--- src/hw/iq_pkg.sv ---
package iq_pkg;

    // physical tags
    localparam int TAG_W = 5;
    localparam int WAKE_NUM = 2;

    // default queue depths, by queue type
    localparam int ALU_IQ_LEN = 8;
    localparam int MUL_IQ_LEN = 4;

    typedef logic [31:0] word_t;
    typedef logic [TAG_W-1:0] tag_t;

    typedef enum logic [1:0] {
        op_add = 2'd0,
        op_sub = 2'd1,
        op_xor = 2'd2,
        op_mul = 2'd3
    } op_t;

    typedef enum logic {
        alu_type = 1'b0,
        mul_type = 1'b1
    } entry_type_t;

    // second source, immediate or tag
    typedef union packed {
        word_t imm;
        struct packed {
            logic [31-TAG_W:0] pad;
            tag_t tag;
        } phys;
    } src2_u;

    typedef struct packed {
        logic valid;
        op_t op;
        tag_t dst;
        tag_t src1;
        logic use_imm;
        src2_u src2;
    } dispatch_req_t;

    typedef struct packed {
        logic valid;
        tag_t tag;
        word_t data;
    } operand_t;

    typedef struct packed {
        op_t op;
        tag_t dst;
        operand_t src1;
        operand_t src2;
    } iq_entry_t;

    typedef struct packed {
        logic valid;
        tag_t tag;
        word_t data;
    } wake_t;

    function automatic entry_type_t type_of(op_t op);
        return (op == op_mul) ? mul_type : alu_type;
    endfunction

    // each waiting source takes its own broadcast data
    function automatic operand_t apply_wake(operand_t opnd, wake_t [WAKE_NUM-1:0] wake);
        operand_t result;
        result = opnd;
        for (int i = 0; i < WAKE_NUM; i++) begin
            if (!opnd.valid && wake[i].valid && wake[i].tag == opnd.tag) begin
                result.valid = 1'b1;
                result.data = wake[i].data;
            end
        end
        return result;
    endfunction

    function automatic iq_entry_t wake_entry(iq_entry_t entry, wake_t [WAKE_NUM-1:0] wake);
        iq_entry_t result;
        result = entry;
        result.src1 = apply_wake(entry.src1, wake);
        result.src2 = apply_wake(entry.src2, wake);
        return result;
    endfunction

endpackage

--- src/hw/exec_pipe.sv ---
`timescale 1ns/1ns

module exec_pipe #(
    parameter int LATENCY = 1
) (
    input  logic clk,
    input  logic rst_n,
    input  logic flush,
    input  logic issue_valid,
    input  iq_pkg::iq_entry_t issue_entry,
    output iq_pkg::wake_t wake
);
    import iq_pkg::*;

    word_t src_a;
    word_t src_b;
    word_t result;

    logic [LATENCY-1:0] valid_q;
    tag_t [LATENCY-1:0] tag_q;
    word_t [LATENCY-1:0] data_q;

    assign src_a = issue_entry.src1.data;
    assign src_b = issue_entry.src2.data;

    always_comb begin
        case (issue_entry.op)
            op_add: result = src_a + src_b;
            op_sub: result = src_a - src_b;
            op_xor: result = src_a ^ src_b;
            default: result = src_a * src_b;
        endcase
    end

    // result computed up front, then carried down the stages
    always_ff @(posedge clk) begin
        if (!rst_n || flush) begin
            valid_q <= '0;
        end else begin
            valid_q[0] <= issue_valid;
            for (int s = 1; s < LATENCY; s++) begin
                valid_q[s] <= valid_q[s-1];
            end
        end
    end

    always_ff @(posedge clk) begin
        tag_q[0] <= issue_entry.dst;
        data_q[0] <= result;
        for (int s = 1; s < LATENCY; s++) begin
            tag_q[s] <= tag_q[s-1];
            data_q[s] <= data_q[s-1];
        end
    end

    assign wake = '{
        valid: valid_q[LATENCY-1],
        tag: tag_q[LATENCY-1],
        data: data_q[LATENCY-1]
    };

endmodule

--- config.mk ---
export PLATFORM = sky130hd
export DESIGN_NAME = exec_pipe
export DESIGN_NICKNAME = d
export VERILOG_FILES = /design/src/hw/iq_pkg.sv /design/src/hw/exec_pipe.sv
export SDC_FILE = /design/constraint.sdc
export NUM_CORES = 1
export LEC_CHECK = 0
export BUFFER_PORTS_ARGS = -buffer_cell sky130_fd_sc_hd__buf_2
export CAP_MARGIN = 25
export CORE_MARGIN = 4
export CORE_UTILIZATION = 58
export CTS_BUF_LIST = sky130_fd_sc_hd__clkbuf_4
export DETAILED_ROUTE_END_ITERATION = 6
export GPL_ROUTABILITY_DRIVEN = 0
export GPL_TIMING_DRIVEN = 0
export PLACE_DENSITY = 0.77
export SLEW_MARGIN = 20
export SYNTH_ARGS = -nofsm -noshare
export SYNTH_HDL_FRONTEND = slang
export SYNTH_SLANG_ARGS = --single-unit
--- constraint.sdc ---
create_clock -name clk -period 12.03 [get_ports clk]
set_input_delay 2.406 -clock clk [delete_from_list [all_inputs] [get_ports clk]]
set_output_delay 2.406 -clock clk [all_outputs]
set_load 0.05 [all_outputs]
# After elaboration in Yosys (flattened, before gate mapping)
# Index checks and enable logic that the tools add are counted.
dict set report word_totals {
  mem_bits_ro 0
  reg_bits 38
  out_inout_bits 38
  inputBits 87
  latchBits 0
  ramBits 0
  word_cells 13
  memories 0
}
dict set report op_classes {
  shift 0
  magnitude_cmp 0
  n_mul 1
  n_eq_ne 2
  n_mux 1
  add_sub_neg 2
  n_bitwise 1
  n_div 0
  reduce_logical 3
}
# cell count
set op_table {}
lappend op_table {{case mux 32 bit (3 select lines)} 1}
lappend op_table {{adder 32 bit} 1}
lappend op_table {{multiplier 32 x 32 -> 32 bit} 1}
lappend op_table {{subtractor 32 bit} 1}
lappend op_table {{XOR 32 bit} 1}
lappend op_table {{== test 2 x 1 -> 1 bit (second input constant)} 1}
lappend op_table {{== test 2 bit (second input constant)} 1}
lappend op_table {{zero test 2 bit} 1}
lappend op_table {{zero test 1 bit} 1}
lappend op_table {{logical OR 1 bit} 1}

# Longest topological paths before layout
dict set report depth {
  ltp_word 2
  ltp_mapped 28
  ltp_nobuf 26
}

# Least setup slack after synthesis
# OpenSTA, ideal clock, no wires.
dict set report synth_path {
  path_type {input -> register}
  from {input issue_entry[8] (netlist name)}
  to {register data_q[23] (netlist name)}
  required_ns 11.894
  arrival_time_ns 8.935
  path_stages 25
  path_slack_ns 2.959
  path_buffers 2
  path_cell_list {clkbuf_1 clkbuf_1 nand2_1 fa_1 inv_1 fa_1 fa_1 inv_1 fa_1 inv_1 fa_1 ha_1 fa_1 fa_1 ha_1 o21a_1 a21oi_1 a21oi_1 a311oi_1 nor2_1 a2111oi_1 mux2i_1 nand2_1 o2111ai_1 o2111ai_1}
}
dict set report synth_via {
  elab_chain_len 2
}
# element line_no
set synth_lines {}
lappend synth_lines {{from (decl)} exec_pipe.sv:10} ;# input iq_pkg::iq_entry_t issue_entry,
lappend synth_lines {{multiplier 32 x 32 -> 32 bit (tied with other cells)} exec_pipe.sv:31} ;# default: result = src_a * src_b;
lappend synth_lines {{case mux 32 bit (3 select lines) *} exec_pipe.sv:27} ;# case (issue_entry.op)
lappend synth_lines {{via result[23]} exec_pipe.sv:17} ;# word_t result;
lappend synth_lines {{to (signal, indexed assignment)} exec_pipe.sv:52} ;# data_q[s] <= data_q[s-1];
lappend synth_lines {{to (decl)} exec_pipe.sv:21} ;# word_t [LATENCY-1:0] data_q;
# Mark *: on every way through the listed nets, which the timed path passes. The rest lies on a longest branch.
# A chain may end at the register's enable or synchronous reset.

# Final worst setup path
dict set report layout_path {
  from {input issue_entry[41] (netlist name)}
  to {register data_q[23] (netlist name)}
}
# The elaborated chain is that of the path after synthesis.

==> metrics.csv <==
stage,metric,value,unit
yosys,asr flop ratio synth,0,
worst_setup_path,"delay-heaviest family, CP",adder cells,
clock_network,CTS tree,built,
worst_setup_path,crit path max fanout,10,
timing,fin crit share,0.904,
yosys,mux contribution to synthesized area,0.00635,
clock_network,Max clock buf depth,2,
routing,drt wl/cell,23.8,µm
yosys,Post-Syn Instances,2221,
yosys,Compound-Gate Fraction of Synth Area,0.0757,
timing,actual slew at the worst max-slew pin,1180,ps
worst_setup_path,CP dominant cell by count,fa_1,
yosys,Post-Synth Simple-Gate Area,0.182,
worst_setup_path,delay of the slowest critical-path stage,870,ps
yosys,synth warn,0,
die,I/O pins,125,
timing,FMAX,92.0,MHz
cells_and_area,share of cells above drive strength 1,0.0582,
routing,Routed WL,66200,µm
worst_setup_path,kind of end point of the critical path,flip-flop,
clock_network,Worst-path clk slew,130,ps
cells_and_area,"commonest non-fill, non-tap cell in the layout",fa_1,
yosys,syn_area_per_cell,8.79,µm²
die,DIE HEIGHT,191,µm
yosys,sequential share of the synthesized area,0.0390,
yosys,Synth Net Count,2888,
yosys,Post-synth EDFFs,0,
yosys,number of synthesized register bits,38,
status,status,"complete, but fails checks",
global_route,first-pass GRT wire length,102000,µm
yosys,"Primary FF master, synth",dfxtp_1,
yosys,Synth Area in Adders,0.529,
worst_setup_path,slowest CP cell,clkbuf_1,
worst_setup_path,CP Class,in2reg,
timing,Setup TNS Final,0,ps
clock_network,Sink Count,38,
routing,1st-iter DRT viols,1732,
global_route,vias in the first global route,18147,
yosys,Netlist cell types,65,
timing,minimum clock period,10870,ps
timing,final setup vio count,0,
routing,DRC violations left,9,
die,Site Rows,66,
worst_setup_path,startpoint types,input pin,
cells_and_area,most frequent cells in the layout,"fa_1 (409), inv_1 (401), and2_1 (296)",
yosys,Mapped Area,0.0195,mm²
placement,placed cell areas,0.0206,mm²
global_route,antenna violations before repair,3,
placement,HPWL Detailed,54400,µm
die,die width,191,µm
timing,Slew Limit Fails,0,
yosys,largest family of logic cells by synthesized area,adder cells,
cells_and_area,fin area,0.0207,mm²
clock_network,TritonCTS buffer count,5,
clock_network,clock root cell,clkbuf_4,
status,failing checks,design-rule violations,
cells_and_area,fillers,2858,
routing,Via Count,16760,
worst_setup_path,critical path arrival,11110,ps
timing,final hold vios,0,
cells_and_area,nets,3003,
timing,Hold Slack,2120,ps
global_route,total gr overflow,0,
cells_and_area,Final Core Density,0.631,
worst_setup_path,CP bufs+invs,5,
routing,Final ANT Viol Nets,0,
routing,Pre-antenna DRT Iters,7,
global_route,pin count of the biggest net entering global routing,14,
worst_setup_path,Worst EP required,12270,ps
die,Initial Utilization,0.594,
clock_network,CTS Hold Bufs,0,
cells_and_area,Area Overhead vs Synth,6.22,%
timing,unrepaired setup endpoints after global routing,false,
hold_path,hold crit path type,in2reg,
global_route,All-Layer GR Usage,0.372,
timing,Slew HR,0.214,
die,Core ar.,0.0329,mm²
flow_run,max-cap viol count,0,
clock_network,H-Tree Depth,2,
clock_network,# resized after CTS,0,
yosys,Post-Synth XOR/XNOR Area,0.0664,
routing,post-detailed-route via-to-cell ratio,6.03,
clock_network,postcts setup bufs,0,
placement,IO Port Bufs,104,
die,area of the die,0.0366,mm²
==> cells by family after synthesis <==
group,Yosys count
compound gates,227
xor+xnor,147
fa+ha+maj,580
buf+inv,526
flops,38
mux,12
simple gates,691
==> area by class of cell <==
cell class,instances,area [µm²],share of cell area
diodes,2,5.00,0.000241
repair buffers,108,573,0.0276
inverters,402,1510,0.0728
clock buffers,5,37.5,0.00181
plain buffers,124,477,0.0230
well taps,442,553,0.0267
multi-input cells,1657,16800,0.809
flip-flops and latches,38,761,0.0367
clock inverters,3,45.0,0.00217
==> worst paths after layout <==
| path | start | to | slack (ps) | cells past startpoint |
|---|---|---|---|---|
| hold / removal | issue_entry[78] | tag_q[2] | 2120 | 1 |
| setup / recovery | issue_entry[41] | data_q[23] | 1160 | 25 |
==> stage by stage <==
stage                     setup WS, ps  cells
after floorplan                   2960   2221
after global placement             993   2767
after detailed placement          1120   2770
after CTS                         1490   2778
after global routing              1040   2779
final                             1160   2781
==> synthesized netlist by cell type, types with 2 or more instances <==
cell type / count / share of area
nand2_1: 252 / 0.048
nand3_1: 8 / 0.0021
a21oi_1: 64 / 0.016
a31o_2: 2 / 0.00090
a31oi_1: 10 / 0.0032
o21a_1: 12 / 0.0046
dfxtp_1: 38 / 0.039
mux2_2: 3 / 0.0017
xor2_1: 47 / 0.021
a211o_1: 5 / 0.0022
nand4_1: 4 / 0.0013
a21boi_0: 2 / 0.00077
or3_1: 7 / 0.0022
nor4_1: 4 / 0.0013
buf_1: 5 / 0.00096
o21ai_1: 3 / 0.00077
xnor2_1: 99 / 0.044
nor3_1: 14 / 0.0036
nand2b_1: 10 / 0.0032
o2111ai_1: 3 / 0.0013
mux2i_1: 9 / 0.0046
and2_1: 296 / 0.095
nor2b_1: 8 / 0.0026
inv_1: 401 / 0.077
nor2_1: 65 / 0.013
o31ai_1: 13 / 0.0050
o21ai_0: 41 / 0.011
ha_1: 171 / 0.11
o31a_1: 3 / 0.0013
a21o_1: 17 / 0.0065
o211ai_1: 10 / 0.0038
o22ai_1: 5 / 0.0016
fa_1: 409 / 0.42
or2_2: 4 / 0.0013
o21bai_1: 5 / 0.0019
a211oi_1: 12 / 0.0046
o221ai_1: 5 / 0.0022
clkbuf_1: 117 / 0.023
and3_1: 8 / 0.0026
nor3b_1: 2 / 0.00077
o41ai_1: 4 / 0.0018
==> per-layer routing <==
layer,vias up,track usage,wire (µm)
met1,8199,0.459,23000
met4,0,0.213,4970
li1,6992,-,-
met5,-,0,0
met3,313,0.108,9510
met2,1256,0.586,28800
==> registers in the layout (all words and copies together) (netlist names) <==
signal   count
data_q      32
tag_q        5
valid_q      1
Power is left out: the tool's default activity adds up to more than one toggle a clock period on the data nets, which glitch-free logic cannot reach.
