File: src/hw/iq_pkg.sv
package iq_pkg;

    // physical tags
    localparam int TAG_W = 5;
    localparam int WAKE_NUM = 2;

    // default queue depths, by queue type
    localparam int ALU_IQ_LEN = 8;
    localparam int MUL_IQ_LEN = 4;

    typedef logic [31:0] word_t;
    typedef logic [TAG_W-1:0] tag_t;

    typedef enum logic [1:0] {
        op_add = 2'd0,
        op_sub = 2'd1,
        op_xor = 2'd2,
        op_mul = 2'd3
    } op_t;

    typedef enum logic {
        alu_type = 1'b0,
        mul_type = 1'b1
    } entry_type_t;

    // second source, immediate or tag
    typedef union packed {
        word_t imm;
        struct packed {
            logic [31-TAG_W:0] pad;
            tag_t tag;
        } phys;
    } src2_u;

    typedef struct packed {
        logic valid;
        op_t op;
        tag_t dst;
        tag_t src1;
        logic use_imm;
        src2_u src2;
    } dispatch_req_t;

    typedef struct packed {
        logic valid;
        tag_t tag;
        word_t data;
    } operand_t;

    typedef struct packed {
        op_t op;
        tag_t dst;
        operand_t src1;
        operand_t src2;
    } iq_entry_t;

    typedef struct packed {
        logic valid;
        tag_t tag;
        word_t data;
    } wake_t;

    function automatic entry_type_t type_of(op_t op);
        return (op == op_mul) ? mul_type : alu_type;
    endfunction

    // each waiting source takes its own broadcast data
    function automatic operand_t apply_wake(operand_t opnd, wake_t [WAKE_NUM-1:0] wake);
        operand_t result;
        result = opnd;
        for (int i = 0; i < WAKE_NUM; i++) begin
            if (!opnd.valid && wake[i].valid && wake[i].tag == opnd.tag) begin
                result.valid = 1'b1;
                result.data = wake[i].data;
            end
        end
        return result;
    endfunction

    function automatic iq_entry_t wake_entry(iq_entry_t entry, wake_t [WAKE_NUM-1:0] wake);
        iq_entry_t result;
        result = entry;
        result.src1 = apply_wake(entry.src1, wake);
        result.src2 = apply_wake(entry.src2, wake);
        return result;
    endfunction

endpackage

File: src/hw/dispatch_stage.sv
`timescale 1ns/1ns

module dispatch_stage (
    input  logic clk,
    input  logic rst_n,
    input  iq_pkg::dispatch_req_t dispatch,
    output logic dispatch_ready,
    input  logic alu_full,
    input  logic mul_full,
    input  iq_pkg::wake_t [iq_pkg::WAKE_NUM-1:0] wake,
    output logic alu_write_valid,
    output logic mul_write_valid,
    output iq_pkg::iq_entry_t write_entry
);
    import iq_pkg::*;

    localparam int TAG_NUM = 2 ** TAG_W;

    logic [TAG_NUM-1:0] ready_q;
    word_t prf [TAG_NUM];
    entry_type_t req_type;
    logic accept;
    operand_t src1_lookup;
    operand_t src2_lookup;
    iq_entry_t entry_d;

    // tag 0 reads as a ready zero
    function automatic operand_t lookup(tag_t tag);
        operand_t opnd;
        opnd.valid = ready_q[tag];
        opnd.tag = tag;
        opnd.data = (tag == '0) ? '0 : prf[tag];
        return opnd;
    endfunction

    assign req_type = type_of(dispatch.op);
    assign dispatch_ready = (req_type == mul_type) ? !mul_full : !alu_full;
    assign accept = dispatch.valid && dispatch_ready;

    always_comb begin
        src1_lookup = lookup(dispatch.src1);
        if (dispatch.use_imm) begin
            src2_lookup.valid = 1'b1;
            src2_lookup.tag = '0;
            src2_lookup.data = dispatch.src2.imm;
        end else begin
            src2_lookup = lookup(dispatch.src2.phys.tag);
        end

        // catch wakes that land in the lookup cycle
        entry_d.op = dispatch.op;
        entry_d.dst = dispatch.dst;
        entry_d.src1 = apply_wake(src1_lookup, wake);
        entry_d.src2 = apply_wake(src2_lookup, wake);
    end

    // scoreboard
    always_ff @(posedge clk) begin
        if (!rst_n) begin
            ready_q <= TAG_NUM'(1);
        end else begin
            for (int i = 0; i < WAKE_NUM; i++) begin
                if (wake[i].valid && wake[i].tag != '0) begin
                    ready_q[wake[i].tag] <= 1'b1;
                end
            end
            // new producer overrides an old wake
            if (accept && dispatch.dst != '0) begin
                ready_q[dispatch.dst] <= 1'b0;
            end
        end
    end

    always_ff @(posedge clk) begin
        for (int i = 0; i < WAKE_NUM; i++) begin
            if (wake[i].valid) begin
                prf[wake[i].tag] <= wake[i].data;
            end
        end
    end

    always_ff @(posedge clk) begin
        if (!rst_n) begin
            alu_write_valid <= 1'b0;
            mul_write_valid <= 1'b0;
        end else begin
            alu_write_valid <= accept && (req_type == alu_type);
            mul_write_valid <= accept && (req_type == mul_type);
        end
    end

    always_ff @(posedge clk) begin
        if (accept) begin
            write_entry <= entry_d;
        end
    end

    // a request that is not taken stays on the port
    assert property (@(posedge clk) disable iff (!rst_n)
        (dispatch.valid && !dispatch_ready) |=> (dispatch.valid && $stable(dispatch)))
        else $error("dispatch request changed while stalled");

endmodule

File: config.mk
export PLATFORM = sky130hd
export DESIGN_NAME = dispatch_stage
export DESIGN_NICKNAME = d
export VERILOG_FILES = /design/src/hw/iq_pkg.sv /design/src/hw/dispatch_stage.sv
export SDC_FILE = /design/constraint.sdc
export NUM_CORES = 2
export LEC_CHECK = 0
export BUFFER_PORTS_ARGS = -buffer_cell sky130_fd_sc_hd__buf_2
export CORE_MARGIN = 2
export CORE_UTILIZATION = 35
export DETAILED_ROUTE_END_ITERATION = 8
export GPL_ROUTABILITY_DRIVEN = 0
export GPL_TIMING_DRIVEN = 0
export PLACE_DENSITY = 0.54
export SLEW_MARGIN = 15
export SYNTH_ARGS = -nofsm -noshare
export SYNTH_HDL_FRONTEND = slang
export SYNTH_SLANG_ARGS = --single-unit
File: constraint.sdc
create_clock -name clk -period 5.1 [get_ports clk]
set_clock_uncertainty 0.05 [all_clocks]
set_input_delay 1.53 -clock clk [delete_from_list [all_inputs] [get_ports clk]]
set_output_delay 1.53 -clock clk [all_outputs]
set_load 0.01 [all_outputs]
# Yosys cells after proc, flatten, opt, wreduce, memory -nomap -nowiden
# Memory sizes are Yosys's and may differ from the RTL's.
# Cells that the tools add are included.
dict set report op_classes {
  order_cmp 8
  n_eq_ne 5
  n_mux 28
  n_bitwise 5
  n_reduce_logical 28
}
# op n
set op_table {}
lappend op_table {{$mux W32} 11}
lappend op_table {{$or A32 B32 Y32} 2}
lappend op_table {{$mux W38} 1}
lappend op_table {{$and A32 B32 Y32} 1}
lappend op_table {{$not A32 Y32} 1}
lappend op_table {{$lt A5 B6 Y1 const B} 5}
lappend op_table {{$eq A5 B5 Y1} 4}
lappend op_table {{$logic_and A1 B1 Y1} 17}
lappend op_table {{$demux W1 S5} 3}
lappend op_table {{$ge A5 B1 Y1 const B} 3}
lappend op_table {{$reduce_bool A5 Y1} 3}
lappend op_table {{$mux W1} 11}
lappend op_table {{$bmux W1 S5} 2}
lappend op_table {{$logic_not A5 Y1} 2}
lappend op_table {{$logic_not A1 Y1} 4}
lappend op_table {{$reduce_or A2 Y1} 2}
lappend op_table {{$eq A2 B2 Y1 const B} 1}
lappend op_table {{$not A1 Y1} 1}
dict set report totals {
  regBits 117
  ramBits 1024
  inputBits 126
  output_inout_bits 86
  wordCells 86
  n_memories 1
}
# memory depth width rd rd_ports_with_merged_regs write_ports line
set memory_table {}
lappend memory_table {prf 32 32 2 0 2 dispatch_stage.sv:20} ;# word_t prf [TAG_NUM];

# Logic depth before layout (Yosys ltp)
dict set report depth {
  ltp_word 12
  ltp_mapped 11
  ltp_nobuf 6
}

# Worst setup path before layout
# OpenSTA, ideal clock, no wires.
dict set report synth_path {
  kind {input-to-reg}
  startpoint {input dispatch[43] (netlist name)}
  endpoint {register ready_q[11]}
  setup_ns 0.127
  arrival_ns 5.410
  required_time_ns 4.923
  setup_slack_ns -0.487
  cell_stages 6
  path_buffers 1
  path_cell_list {nand2_1 > mux2i_1 > and2_1 > clkbuf_1 > nand3_1 > o221a_2}
}
dict set report synth_between {
  elab_chain_len 6
}
# item line
set synth_rtl {}
lappend synth_rtl {{start: declaration} dispatch_stage.sv:6} ;# input iq_pkg::dispatch_req_t dispatch,
lappend synth_rtl {{$eq A2 B2 Y1} iq_pkg.sv:64} ;# return (op == op_mul) ? mul_type : alu_type;
lappend synth_rtl {{$mux W1} iq_pkg.sv:64}
lappend synth_rtl {{$mux W1} dispatch_stage.sv:37} ;# assign dispatch_ready = (req_type == mul_type) ? !mul_full : !alu_full;
lappend synth_rtl {{net dispatch_ready} dispatch_stage.sv:7} ;# output logic dispatch_ready,
lappend synth_rtl {{$logic_and A1 B1 Y1} dispatch_stage.sv:38} ;# assign accept = dispatch.valid && dispatch_ready;
lappend synth_rtl {{net accept} dispatch_stage.sv:22} ;# logic accept;
lappend synth_rtl {{$logic_and A1 B1 Y1} dispatch_stage.sv:68} ;# if (accept && dispatch.dst != '0) begin
lappend synth_rtl {{$mux W32} dispatch_stage.sv:68}
lappend synth_rtl {{end signal: assignment} dispatch_stage.sv:60} ;# ready_q <= TAG_NUM'(1);
lappend synth_rtl {{end signal: indexed assignment} dispatch_stage.sv:64} ;# ready_q[wake[i].tag] <= 1'b1;
lappend synth_rtl {{end signal: indexed assignment} dispatch_stage.sv:69} ;# ready_q[dispatch.dst] <= 1'b0;
lappend synth_rtl {{end: declaration} dispatch_stage.sv:19} ;# logic [TAG_NUM-1:0] ready_q;
# The timed path passes the listed nets, and every way through them passes these cells.
# A chain may end at the register's enable or synchronous reset.

==> qor.csv <==
stage,metric,value,unit
clocking,CTS Buf Count,134,
pwr,Switching Share,28.12,%
min_path,worst min path class,reg2reg,
floorplan,die height,441.5,um
global_routing,All-Layer GR Usage,36.14,%
pwr,Pleak,0.02642,uW
worst_setup_path,"Req. time, crit path",5.60,ns
clocking,clock slew at reported path FFs,0.06,ns
yosys,Post-Synthesis Cells,4488,
global_routing,Congestion Overflow GR,0,
global_routing,vias in the first global route,49913,
clocking,Worst-Skew Late Latency,0.83,ns
pwr,Net Switching,6786,uW
worst_setup_path,number of cells on the worst reg-to-reg path,7,
global_routing,antenna violations before repair,32,
run_status,failing checks,"design-rule violations, max-capacitance violations, max-slew violations, negative setup slack",
worst_setup_path,worst reg2reg startpoint,ready_q[11],
route,per-cell routed wire length,47.61,um
cells_and_area,"most common cell after layout, fill and taps aside",edfxtp_1,
route,Final ANT Viol Nets,0,
route,Vias/cell,7.038,
floorplan,Die Width,441.5,um
timing,Final period util,104.7,%
pwr,worst vdd ir,0.4055,mV
floorplan,Initial Utilization,35.23,%
worst_setup_path,Critical Path AT,5.84,ns
timing,Rel. slew slack,-0.6091,%
yosys,Syn Area/Cell,14.93,um^2
yosys,"Seq/Total Area, Yosys",50.63,%
cells_and_area,layout cells sized above 1,44.55,%
yosys,Synth Cell Area,0.06700,mm^2
cells_and_area,most frequent cells in the layout,"edfxtp_1, mux2_2, mux4_2",
route,total routed wirelength,360300,um
run_status,status,"finished, violations left",
floorplan,Core Region,0.1902,mm^2
yosys,number of flops mapped to enable cells by yosys,1107,
cells_and_area,# nets final,5055,
yosys,Mapped Nets,4614,
timing,post-route setup slack,-0.2381,ns
worst_setup_path,startpoint types,primary input,
route,vias,53260,
cells_and_area,synthesis-to-finish area growth,17.15,%
route,TritonRoute pass-1 iters,9,
pwr,Logic pwr share,15.5,%
timing,setup repair after global routing missed its margin,false,
clocking,CTS max path bufs,3,
timing,final hold violation count,0,
worst_setup_path,critical path class,in2reg,
worst_setup_path,CP startpoint,dispatch[37],
worst_setup_path,R2R Setup Slk,0.81,ns
placement,# placed instances,7304,
clocking,Post-CTS Setup Inserts,0,
yosys,register bit total from synthesis,1141,
clocking,H-tree levels,4,
worst_setup_path,Worst R2R End,write_entry[46],
floorplan,total die area,0.1949,mm^2
cells_and_area,Finished Layout Cells,7568,
yosys,Syn. warnings,0,
pwr,Int Power,17350,uW
min_path,HP Start,ready_q[0],
floorplan,# rows,160,
placement,Placed Instance Area,0.07425,mm^2
yosys,"Distinct cells, synth",65,
yosys,asr flop ratio synth,0,%
pwr,Pwr Density,307.5,mW/mm^2
cells_and_area,"Design Area, Final",0.07849,mm^2
timing,Worst-Margin Slew,1.509,ns
timing,# setup viols final,9,
global_routing,largest net degree at the start of global routing,65,
route,initial DRC count,10176,
clocking,Clock Sink Count,1141,
global_routing,first-pass GRT wire length,463400,um
yosys,predominant post-synthesis flop cell,edfxtp_1,
route,DRC violations left,29,
worst_setup_path,crit end category,register,
placement,I/O Buffers,200,
clocking,root buffer cell,clkbuf_16,
placement,DP Wirelength,252200,um
cells_and_area,final design utilization,41.27,%
worst_setup_path,worst-path fanout max,10,
clocking,CTS tree,yes,
floorplan,io pins,212,
run,Max-Cap Viols,1,
pwr,total power,24140,uW
timing,WHS,0.4728,ns
pwr,clock share of power,40.2,%
timing,Peak Freq,0.1873,GHz
timing,fin. max-slew vios,11,
timing,Final min period,5.338,ns
worst_setup_path,crit path to,write_entry[46],
pwr,Seq pwr share,44.3,%
[cell families after synthesis]
logic type | Yosys count | synth area share, %
AOI/OAI and AO/OA | 566 | 5.894
xor gates and xnor gates | 16 | 0.2092
buffers and inverters | 566 | 3.849
DFF | 1141 | 50.63
muxes | 1814 | 36.51
and+or+nand+nor | 385 | 2.908
[flip-flops by register name (all words and copies together) (netlist names)]
name / count
mul_write_valid: 1
prf: 1024
alu_write_valid: 1
ready_q: 32
write_entry: 83
[metrics by stage]
stage | setup WS, ns | TNS [ns]
final | -0.2381 | -0.8600
after global routing | 0.05177 | 0
after CTS | 0.1379 | 0
after detailed placement | -0.6986 | -18.92
after global placement | -6.931 | -4352.86
after floorplan | -0.1349 | -8.630
[how the worst min path moves through the flow]
stage	to	slack, ns	depth (start not counted)
6_report	ready_q[0]	0.47	1
5_1_grt	ready_q[0]	0.50	1
2_1_floorplan	ready_q[0]	0.38	1
3_3_place_gp	ready_q[0]	0.46	1
3_5_place_dp	ready_q[0]	0.46	1
4_1_cts	ready_q[0]	0.48	1
[cell usage after synthesis, types with 33 or more instances]
cell,number,area (um^2)
buf_2,137,685.7
mux4_2,402,9054
buf_1,71,266.5
a22o_1,33,289.0
edfxtp_1,1107,33240
o22ai_1,96,600.6
o21ai_0,136,680.7
nand2_1,125,469.2
clkbuf_1,303,1137
a22oi_1,138,1036
mux2i_1,394,3944
dfxtp_1,34,680.7
nor2_1,87,326.6
mux2_2,1018,11460
[power groups by stage]
stage	registers, uW	logic (uW)	clock network [uW]
5_1_grt	10700	3730	9970
4_1_cts	10700	3530	9630
2_1_floorplan	10900	1860	0
3_3_place_gp	10900	3350	0
6_report	10700	3750	9710
3_5_place_dp	10900	3520	0
[repair_timing]
action / 4_1_cts / 5_1_grt
hold buffers: 0 / 0
gates resized for setup: 0 / 1
setup endpoints to repair: 0 / 1
[layout make-up]
cell class                      count  area [um^2]
Timing Repair Buffer              305         3592
Multi-Input combinational cell   2781        30910
Buffer                            561         2673
Clock buffer                      170         3605
Sequential cell                  1141        33920
Clock inverter                     65        551.8
Inverter                            5        18.77
Antenna cell                       29        72.57
Tap cell                         2511         3142
Fill cell                       17522       111700
[critical path, stage by stage]
cell	delay, ns
buf_2	0.09
clkbuf_1	0.67
inv_1	0.18
nand4_1	0.14
nand4_1	0.97
nor2_1	1.07
buf_2	0.58
a22o_1	0.57
[per-layer routing]
layer / global-route usage, % / share of wire [%]
met1: 42.76 / 34
met2: 51.00 / 42
met3: 17.08 / 15
met4: 26.26 / 8.6
met5: 1.393 / 0.16
Power figures use the tool's default switching activity.
